===== src/verilog/sender_pkg.sv =====
package sender_pkg;

    ////////////////////////////////////////
    // Frame constants
    ////////////////////////////////////////
    localparam logic [7:0] ESC_BYTE   = 8'h10;
    localparam logic [7:0] START_CHAR = 8'h21;
    localparam logic [7:0] CR_CHAR    = 8'h0D;
    localparam logic [7:0] LF_CHAR    = 8'h0A;

    localparam int MSG_BYTES    = 15;
    localparam int MSG_LEN_W    = 4;
    localparam int STATUS_BYTES = 5;
    // "!" and length character ahead of the payload
    localparam int FRAME_BYTES  = 2 + MSG_BYTES;
    // Header, every payload byte doubled, then CR LF
    localparam int WORST_FRAME_BYTES = 2 + 2 * MSG_BYTES + 2;

    ////////////////////////////////////////
    // Enums
    ////////////////////////////////////////
    typedef enum logic [7:0] {
        CMD_C = 8'h43,
        CMD_R = 8'h52,
        CMD_W = 8'h57
    } esc_cmd_e;

    typedef enum logic [3:0] {
        INIT,
        INIT_WAIT,
        IDLE,
        FLUSH_WAIT,
        ESC_BYTE_SEND,
        ESC_CHAR_SEND,
        FRAME_SEND,
        TERM_CR,
        TERM_LF
    } sender_state_e;

    ////////////////////////////////////////
    // Port structs
    ////////////////////////////////////////
    typedef struct packed {
        logic [MSG_LEN_W-1:0]   length;
        // First byte sits in the top bits
        logic [MSG_BYTES*8-1:0] payload;
    } msg_t;

    typedef struct packed {
        logic       valid;
        logic [7:0] char;
    } cmd_t;

    typedef struct packed {
        logic [31:0] word;
        logic        capture_implemented;
        logic        armed;
        logic        triggered;
    } status_t;

endpackage


===== src/verilog/frame_sender_ctrl.sv =====
`timescale 1ns/1ns

module frame_sender_ctrl #(
    parameter int RESET_WAIT = 15
) (
    input  logic             clk,
    input  logic             rst,
    input  logic             msg_ready,
    input  sender_pkg::cmd_t cmd,
    input  byte              cur_byte,
    input  logic             remaining_zero,
    input  logic             fifo_full,
    output logic             load,
    output logic             kind,
    output logic             advance,
    output logic             flush,
    output logic             wr_en,
    output logic [7:0]       wr_data,
    output logic             ready
);
    import sender_pkg::*;

    localparam int WAIT_W = (RESET_WAIT > 0) ? $clog2(RESET_WAIT + 1) : 1;

    sender_state_e     state;
    esc_cmd_e          cmd_char;
    logic [WAIT_W-1:0] wait_cnt;
    logic              msg_ready_q;
    logic              msg_edge;
    logic              cmd_go;

    assign msg_edge = msg_ready && !msg_ready_q;

    // Commands win over everything once the FIFO has settled after reset
    assign cmd_go = cmd.valid && (cmd.char inside {CMD_C, CMD_R, CMD_W}) &&
                    (state != INIT) && (state != INIT_WAIT);

    assign ready = (state == IDLE) && !fifo_full;

    ////////////////////////////////////////
    // State register
    ////////////////////////////////////////
    always_ff @(posedge clk) begin
        if (rst) begin
            state       <= INIT;
            cmd_char    <= CMD_C;
            wait_cnt    <= '0;
            msg_ready_q <= 1'b0;
            flush       <= 1'b0;
        end else begin
            msg_ready_q <= msg_ready;
            flush       <= 1'b0;
            if (cmd_go) begin
                state    <= FLUSH_WAIT;
                cmd_char <= esc_cmd_e'(cmd.char);
                wait_cnt <= WAIT_W'(RESET_WAIT);
                flush    <= 1'b1;
            end else begin
                case (state)
                    INIT: begin
                        state    <= INIT_WAIT;
                        wait_cnt <= WAIT_W'(RESET_WAIT);
                        flush    <= 1'b1;
                    end
                    INIT_WAIT, FLUSH_WAIT: begin
                        if (wait_cnt == '0) begin
                            state <= (state == INIT_WAIT) ? IDLE : ESC_BYTE_SEND;
                        end else begin
                            wait_cnt <= wait_cnt - 1'b1;
                        end
                    end
                    IDLE: begin
                        if (msg_edge) begin
                            state <= FRAME_SEND;
                        end
                    end
                    ESC_BYTE_SEND: state <= ESC_CHAR_SEND;
                    // Only R carries a status record
                    ESC_CHAR_SEND: state <= (cmd_char == CMD_R) ? FRAME_SEND : IDLE;
                    FRAME_SEND: begin
                        if (remaining_zero) begin
                            state <= TERM_CR;
                        end
                    end
                    TERM_CR: state <= TERM_LF;
                    TERM_LF: state <= IDLE;
                    default: state <= INIT;
                endcase
            end
        end
    end

    ////////////////////////////////////////
    // FIFO write and shifter strobes
    ////////////////////////////////////////
    always_comb begin
        load    = 1'b0;
        kind    = 1'b0;
        advance = 1'b0;
        wr_en   = 1'b0;
        wr_data = 8'h00;
        if (!cmd_go) begin
            case (state)
                IDLE: begin
                    load = msg_edge;
                end
                ESC_BYTE_SEND: begin
                    wr_en   = 1'b1;
                    wr_data = ESC_BYTE;
                end
                ESC_CHAR_SEND: begin
                    wr_en   = 1'b1;
                    wr_data = cmd_char;
                    load    = (cmd_char == CMD_R);
                    kind    = 1'b1;
                end
                FRAME_SEND: begin
                    wr_en   = 1'b1;
                    wr_data = cur_byte;
                    advance = 1'b1;
                end
                TERM_CR: begin
                    wr_en   = 1'b1;
                    wr_data = CR_CHAR;
                end
                TERM_LF: begin
                    wr_en   = 1'b1;
                    wr_data = LF_CHAR;
                end
                default: ;
            endcase
        end
    end

    a_state_legal: assert property (@(posedge clk) disable iff (rst)
        state inside {INIT, INIT_WAIT, IDLE, FLUSH_WAIT, ESC_BYTE_SEND,
                      ESC_CHAR_SEND, FRAME_SEND, TERM_CR, TERM_LF})
        else $error("frame_sender_ctrl: state outside the enum");

    // A flush one cycle late must not throw away a fresh write
    a_flush_no_write: assert property (@(posedge clk) disable iff (rst)
        !(flush && wr_en))
        else $error("frame_sender_ctrl: flush together with a FIFO write");

endmodule


===== src/verilog/frame_shifter.sv =====
`timescale 1ns/1ns

module frame_shifter (
    input  logic                clk,
    input  logic                rst,
    input  logic                load,
    input  logic                kind,
    input  logic                advance,
    input  sender_pkg::msg_t    msg,
    input  sender_pkg::status_t status,
    output byte                 cur_byte,
    output logic                remaining_zero
);
    import sender_pkg::*;

    localparam int REM_W    = $clog2(FRAME_BYTES + 1);
    localparam int PAD_BITS = (FRAME_BYTES - STATUS_BYTES) * 8;

    logic [FRAME_BYTES*8-1:0] shreg;
    // Bytes still queued behind cur_byte
    logic [REM_W-1:0]         remaining;
    logic                     esc_seen;
    logic                     hold;

    function automatic logic [7:0] hex_ascii(input logic [MSG_LEN_W-1:0] nib);
        if (nib < 10) begin
            return 8'h30 + 8'(nib);
        end
        return 8'h37 + 8'(nib);
    endfunction

    assign cur_byte = shreg[FRAME_BYTES*8-1 -: 8];

    // First sight of an escape byte repeats it once
    assign hold           = (cur_byte == ESC_BYTE) && !esc_seen;
    assign remaining_zero = (remaining == '0) && !hold;

    always_ff @(posedge clk) begin
        if (load) begin
            if (kind) begin
                shreg <= {status.word, 5'b00000, status.capture_implemented,
                          status.armed, status.triggered, {PAD_BITS{1'b0}}};
            end else begin
                shreg <= {START_CHAR, hex_ascii(msg.length), msg.payload};
            end
        end else if (advance && !hold) begin
            shreg <= {shreg[FRAME_BYTES*8-9:0], 8'h00};
        end
    end

    always_ff @(posedge clk) begin
        if (rst) begin
            remaining <= '0;
            esc_seen  <= 1'b0;
        end else if (load) begin
            // Count excludes the byte already on cur_byte
            remaining <= kind ? REM_W'(STATUS_BYTES - 1) : REM_W'(msg.length) + 1'b1;
            esc_seen  <= 1'b0;
        end else if (advance) begin
            if (hold) begin
                esc_seen <= 1'b1;
            end else begin
                esc_seen <= 1'b0;
                if (remaining != '0) begin
                    remaining <= remaining - 1'b1;
                end
            end
        end
    end

endmodule


===== src/verilog/byte_fifo.sv =====
`timescale 1ns/1ns

module byte_fifo #(
    parameter int FIFO_DEPTH = 64
) (
    input  logic       clk,
    input  logic       rst,
    input  logic       flush,
    input  logic       wr_en,
    input  logic [7:0] wr_data,
    input  logic       rd_en,
    output logic [7:0] rd_data,
    output logic       empty,
    output logic       full
);
    import sender_pkg::*;

    localparam int PTR_W = (FIFO_DEPTH > 1) ? $clog2(FIFO_DEPTH) : 1;
    localparam int CNT_W = $clog2(FIFO_DEPTH + 1);

    logic [7:0]       mem [FIFO_DEPTH];
    logic [PTR_W-1:0] wr_ptr;
    logic [PTR_W-1:0] rd_ptr;
    logic [CNT_W-1:0] count;

    function automatic logic [PTR_W-1:0] next_ptr(input logic [PTR_W-1:0] ptr);
        return (ptr == PTR_W'(FIFO_DEPTH - 1)) ? '0 : ptr + 1'b1;
    endfunction

    always_ff @(posedge clk) begin
        if (wr_en) begin
            mem[wr_ptr] <= wr_data;
        end
    end

    always_ff @(posedge clk) begin
        if (rst || flush) begin
            wr_ptr <= '0;
            rd_ptr <= '0;
            count  <= '0;
        end else begin
            if (wr_en) begin
                wr_ptr <= next_ptr(wr_ptr);
            end
            if (rd_en) begin
                rd_ptr <= next_ptr(rd_ptr);
            end
            case ({wr_en, rd_en})
                2'b10:   count <= count + 1'b1;
                2'b01:   count <= count - 1'b1;
                default: ;
            endcase
        end
    end

    // Show-ahead read port
    assign rd_data = mem[rd_ptr];
    assign empty   = (count == '0);
    assign full    = (count == CNT_W'(FIFO_DEPTH));

    // Writes never stall, so one whole frame has to fit
    if (FIFO_DEPTH < WORST_FRAME_BYTES) begin : g_depth_check
        $error("byte_fifo: FIFO_DEPTH below the worst-case frame");
    end

    a_no_overflow: assert property (@(posedge clk) disable iff (rst) wr_en |-> !full)
        else $error("byte_fifo: write while full");
    a_no_underflow: assert property (@(posedge clk) disable iff (rst) rd_en |-> !empty)
        else $error("byte_fifo: read while empty");

endmodule


===== src/verilog/baud_timer.sv =====
`timescale 1ns/1ns

module baud_timer #(
    parameter int CLK_FREQ  = 100_000_000,
    parameter int BAUD_RATE = 57_600
) (
    input  logic clk,
    input  logic rst,
    input  logic restart,
    output logic tick
);
    localparam int BIT_CYCLES = CLK_FREQ / BAUD_RATE;
    localparam int CNT_W      = (BIT_CYCLES > 1) ? $clog2(BIT_CYCLES) : 1;

    logic [CNT_W-1:0] count;

    // Reload on restart so the start bit gets a full period
    always_ff @(posedge clk) begin
        if (rst || restart || (count == '0)) begin
            count <= CNT_W'(BIT_CYCLES - 1);
        end else begin
            count <= count - 1'b1;
        end
    end

    assign tick = (count == '0);

endmodule


===== src/verilog/uart_tx.sv =====
`timescale 1ns/1ns

module uart_tx (
    input  logic clk,
    input  logic rst,
    input  byte  rd_data,
    input  logic empty,
    input  logic tick,
    output logic rd_en,
    output logic restart,
    output logic txd
);
    ////////////////////////////////////////
    // Line format
    ////////////////////////////////////////
    // Start bit, 8 data bits LSB first, two stop bits
    localparam int FRAME_BITS = 11;

    logic [FRAME_BITS-1:0] shreg;
    logic [3:0]            bits_left;
    logic                  idle;

    assign idle = (bits_left == 4'd0);

    // Pop as soon as the line is free
    assign rd_en   = idle && !empty;
    assign restart = rd_en;

    // Bit zero of the shift register drives the line
    assign txd = shreg[0];

    ////////////////////////////////////////
    // Shifter
    ////////////////////////////////////////
    always_ff @(posedge clk) begin
        if (rst) begin
            shreg     <= '1;
            bits_left <= 4'd0;
        end else if (rd_en) begin
            shreg     <= {2'b11, rd_data, 1'b0};
            bits_left <= 4'(FRAME_BITS);
        end else if (tick && !idle) begin
            // Ones shift in behind the stop bits, so the line idles high
            shreg     <= {1'b1, shreg[FRAME_BITS-1:1]};
            bits_left <= bits_left - 1'b1;
        end
    end

    a_idle_high: assert property (@(posedge clk) disable iff (rst) idle |-> txd)
        else $error("uart_tx: line low while idle");

endmodule


===== src/verilog/data_sender.sv =====
`timescale 1ns/1ns

module data_sender #(
    parameter int CLK_FREQ   = 100_000_000,
    parameter int BAUD_RATE  = 57_600,
    parameter int FIFO_DEPTH = 64,
    parameter int RESET_WAIT = 15
) (
    input  logic                clk,
    input  logic                rst,
    input  sender_pkg::msg_t    msg,
    input  logic                msg_ready,
    input  sender_pkg::cmd_t    cmd,
    input  sender_pkg::status_t status,
    output logic                txd,
    output logic                ready
);
    // Controller to shifter
    logic       load;
    logic       kind;
    logic       advance;
    byte        cur_byte;
    logic       remaining_zero;

    // Controller to FIFO
    logic       flush;
    logic       wr_en;
    logic [7:0] wr_data;
    logic       fifo_full;

    // FIFO to UART
    logic [7:0] rd_data;
    logic       fifo_empty;
    logic       rd_en;
    logic       restart;
    logic       tick;

    frame_sender_ctrl #(
        .RESET_WAIT(RESET_WAIT)
    ) u_ctrl (
        .clk(clk), .rst(rst), .msg_ready(msg_ready), .cmd(cmd),
        .cur_byte(cur_byte), .remaining_zero(remaining_zero), .fifo_full(fifo_full),
        .load(load), .kind(kind), .advance(advance), .flush(flush),
        .wr_en(wr_en), .wr_data(wr_data), .ready(ready)
    );

    frame_shifter u_shifter (
        .clk(clk), .rst(rst), .load(load), .kind(kind), .advance(advance),
        .msg(msg), .status(status), .cur_byte(cur_byte), .remaining_zero(remaining_zero)
    );

    byte_fifo #(
        .FIFO_DEPTH(FIFO_DEPTH)
    ) u_fifo (
        .clk(clk), .rst(rst), .flush(flush), .wr_en(wr_en), .wr_data(wr_data),
        .rd_en(rd_en), .rd_data(rd_data), .empty(fifo_empty), .full(fifo_full)
    );

    baud_timer #(
        .CLK_FREQ(CLK_FREQ),
        .BAUD_RATE(BAUD_RATE)
    ) u_baud_timer (
        .clk(clk), .rst(rst), .restart(restart), .tick(tick)
    );

    uart_tx u_uart_tx (
        .clk(clk), .rst(rst), .rd_data(rd_data), .empty(fifo_empty), .tick(tick),
        .rd_en(rd_en), .restart(restart), .txd(txd)
    );

endmodule


===== config.mk =====
export PLATFORM = sky130hd
export DESIGN_NAME = data_sender
export DESIGN_NICKNAME = d
export VERILOG_FILES = /design/src/verilog/sender_pkg.sv /design/src/verilog/frame_sender_ctrl.sv /design/src/verilog/frame_shifter.sv /design/src/verilog/byte_fifo.sv /design/src/verilog/baud_timer.sv /design/src/verilog/uart_tx.sv /design/src/verilog/data_sender.sv
export SDC_FILE = /design/constraint.sdc
export NUM_CORES = 1
export LEC_CHECK = 0
export ABC_AREA = 1
export BUFFER_PORTS_ARGS = -buffer_cell sky130_fd_sc_hd__buf_2
export CAP_MARGIN = 20
export CORE_AREA = 2 2 298 300
export DETAILED_ROUTE_END_ITERATION = 7
export DIE_AREA = 0 0 300 302
export SLEW_MARGIN = 20
export SYNTH_ARGS = -nofsm -noshare
export SYNTH_HDL_FRONTEND = slang
export SYNTH_SLANG_ARGS = --single-unit

===== constraint.sdc =====
create_clock -name clk -period 20.1 [get_ports clk]
set_clock_uncertainty 0.2 [all_clocks]
set_input_delay 2.01 -clock clk [delete_from_list [all_inputs] [get_ports clk]]
set_output_delay 2.01 -clock clk [all_outputs]
set_load 0.05 [all_outputs]

==> impl_metrics.toml <==
[status]
outcome = "completed"

[sta]
worst_pin_slew_ps = 1040
tns_ps = 0
hold_violations = 0
min_period_ps = 5440
slew_violations = 0
setup_viol = 0
relSlewSlack = 0.309
fmax_mhz = 184
post-route-period-util = 0.270
grt_setup_unrepaired = "false"

[drt]
top_layer = "met5"
met2_length_um = 36800
wl_met1_um = 33800
met3_length_um = 6610
drtIter0Drc = 2043
drc = 0
dr.pass1.iters = 6
wire_per_inst_um = 19.6
dr_total_vias = 20823
avgViaCountPerCell = 5.09
ant_nets = 0
drt_wl_total_um = 80000

[floorplanning]
core_um2 = 87600
start_util = 0.346
rows = 109
die_area_um2 = 90600
num_io_pins = 173
die_y_um = 302
fp.dieW_um = 300

[pwr]
internal_power_w = 0.00287
leakagePower_nw = 13.1
clkPwrFrac = 0.333
p_switching_w = 0.00131
p_per_area_nw_per_um2 = 121
vdd_drop_max_v = 0.0000668
combPwrFrac = 0.228
seqPwrFrac = 0.439
switching_share = 0.313

[setup_path]
start_kind = "input port"
r2r_slack_ps = 15690
cp_slowest_cell = "nor2_1"
critical_path_class = "in2reg"
critPathMaxFanout = 17
crit_path_end_kind = "register"
crit_path_max_incr_delay_ps = 930
r2r-end = "u_fifo.mem[56][0]"
worstReg2RegStart = "u_ctrl.state[3]"
worstPathCellList = "buf_2, inv_1, nand2_1, xor2_1, nand3_2, nand2_1, inv_1, nand4_1, nor2_1"
crit_arrival_ps = 5490
cp_data_required_time_ps = 20160
r2r_cells = 7

[clocking]
clkSlewWorstSetupHoldPaths_ps = 60
ctsHoldBuffers = 0
clk_path_buf_depth = 3
cts.sinks = 721
post_cts_buffers = 0
cts_tree = "done"
cts_buffers = 76
cts_root_buf = "clkbuf_16"
post_cts_resized = 0
clk_latency_ps = 620
cts_max_level = 3

[hold_path]
hp-class = "reg2reg"
min_from = "u_baud_timer.count[0]"
hold_end = "u_baud_timer.count[0]"
hold_depth = 1

[cells_and_area]
drive_gt1_frac = 0.113
postLayoutCellArea_um2 = 34600
multiInputGateArea_um2 = 8330
final_cell_mix = "790 x nand2_1, 648 x edfxtp_1, 478 x nand3_1"
nNetsFinal = 3043
register_area_um2 = 20900
layout_commonest_cell = "nand2_1"
area_growth_syn_to_layout_pct = 14.5
fill_cells = 8520

[synth]
synth_top_area_share = 0.643
synth_area_um2 = 30300
synth-seq-cells = 721
synthTopCellsByArea = "edfxtp_1 64%, nand2_1 9.8%, nand3_1 7.9%"
syn_avg_cell_area_um2 = 11.0
synth_warnings = 0
yosys.area.top_type = "edfxtp_1"
ys_seq_area_frac = 0.691
synth_cell_types = 44
synth_nets = 2923
netlist_instances = 2740

[global_routing]
grt_pass1_vias = 20507
antenna_found_initial = 17
overflow = 0
grt_max_degree = 99
grt_pass1_wl_um = 121000
grt_usage = 0.175

[placement]
io_buffer_count = 172
dpl.hpwl_um = 48700
dpl_cell_area_um2 = 32200
gp_congestion = 0.893

[job]
drv_cap = 0
[kinds of logic after synthesis]
kind of cell / after synthesis / synth area share
AOI/OAI and AO/OA: 247 / 0.0547
xor gates and xnor gates: 21 / 0.00608
adders and majority gates: 12 / 0.00496
buffers and inverters: 265 / 0.0368
DFF: 721 / 0.691
and+or+nand+nor: 1474 / 0.206
[layer usage]
metal,global-route usage,vias to the layer above
met1,0.229,9902
met2,0.283,836
met4,0.0623,22
met3,0.0442,189
met5,0,-
li1,-,9874
[flip-flops by register name, indices dropped and copies added (netlist names), named ones only]
register / flops
u_fifo.mem: 512
u_shifter.shreg: 136
u_baud_timer.count: 11
u_uart_tx.shreg: 9
u_ctrl.cmd_char: 8
u_fifo.count: 7
u_fifo.rd_ptr: 6
u_fifo.wr_ptr: 6
u_shifter.remaining: 5
u_ctrl.state: 4
u_ctrl.wait_cnt: 4
u_uart_tx.bits_left: 4
u_ctrl.flush: 1
u_ctrl.msg_ready_q: 1
u_shifter.esc_seen: 1
[power groups by stage]
| stage | Clock, W | Combinational [W] | Sequential, W |
|---|---|---|---|
| 2_1_floorplan | 0 | 0.000706 | 0.00184 |
| 3_3_place_gp | 0 | 0.000945 | 0.00187 |
| 3_5_place_dp | 0 | 0.000956 | 0.00187 |
| 4_1_cts | 0.00142 | 0.000957 | 0.00184 |
| 5_1_grt | 0.00147 | 0.00107 | 0.00185 |
| 6_report | 0.00139 | 0.000956 | 0.00184 |
[worst max-delay path, delay by kind of cell]
| kind | cells | cell delay [ps] |
|---|---|---|
| simple gates | 5 | 2760 |
| buf+inv | 3 | 550 |
| xor+xnor | 1 | 160 |
[synthesized netlist by cell type, drive strengths merged]
| master | n |
|---|---|
| nand2 | 792 |
| o31ai | 1 |
| inv | 107 |
| o211ai | 3 |
| dfxtp | 73 |
| buf | 81 |
| a221oi | 1 |
| nor4 | 2 |
| and3 | 2 |
| o221a | 1 |
| xnor2 | 7 |
| clkinv | 3 |
| o22a | 2 |
| a211oi | 1 |
| nor3 | 10 |
| xor2 | 14 |
| or2 | 5 |
| o21ai | 49 |
| a22oi | 3 |
| edfxtp | 648 |
| a31oi | 4 |
| nor2b | 1 |
| a21oi | 68 |
| nor2 | 169 |
| a22o | 93 |
| o22ai | 20 |
| nand3b | 3 |
| a311oi | 1 |
| nand3 | 479 |
| nor3b | 1 |
| clkbuf | 74 |
| ha | 12 |
| nand4 | 10 |
[through the flow]
stage	hold slack, ps	total power, W	instances	utilization	setup WS, ps
5_1_grt	220	0.00439	4086	0.396	14490
3_5_place_dp	190	0.00282	3947	0.368	14030
6_report	197	0.00419	4089	0.396	14660
4_1_cts	205	0.00421	4083	0.395	14660
2_1_floorplan	166	0.00255	2740	-	6860
3_3_place_gp	176	0.00281	3947	0.368	14120
[cell type report]
| type | count | area share |
|---|---|---|
| well taps | 1165 | 0.0421 |
| inverters | 110 | 0.0123 |
| diodes | 6 | 0.000433 |
| flip-flops and latches | 721 | 0.604 |
| multi-input cells | 1754 | 0.241 |
| repair buffers | 197 | 0.0303 |
| clock inverters | 42 | 0.0116 |
| clock buffers | 94 | 0.0587 |
[worst max-delay path by stage]
stage / start / to / slack [ps] / cells past startpoint
6_report: cmd[2] / u_fifo.mem[56][0] / 14660 / 9
5_1_grt: cmd[2] / u_fifo.mem[4][0] / 14490 / 9
4_1_cts: cmd[2] / u_fifo.mem[32][2] / 14660 / 9
3_5_place_dp: cmd[2] / u_fifo.mem[0][1] / 14030 / 9
3_3_place_gp: cmd[2] / u_fifo.mem[4][0] / 14120 / 9
2_1_floorplan: cmd[2] / u_shifter.shreg[0] / 6860 / 7
Power figures use the tool's default switching activity.
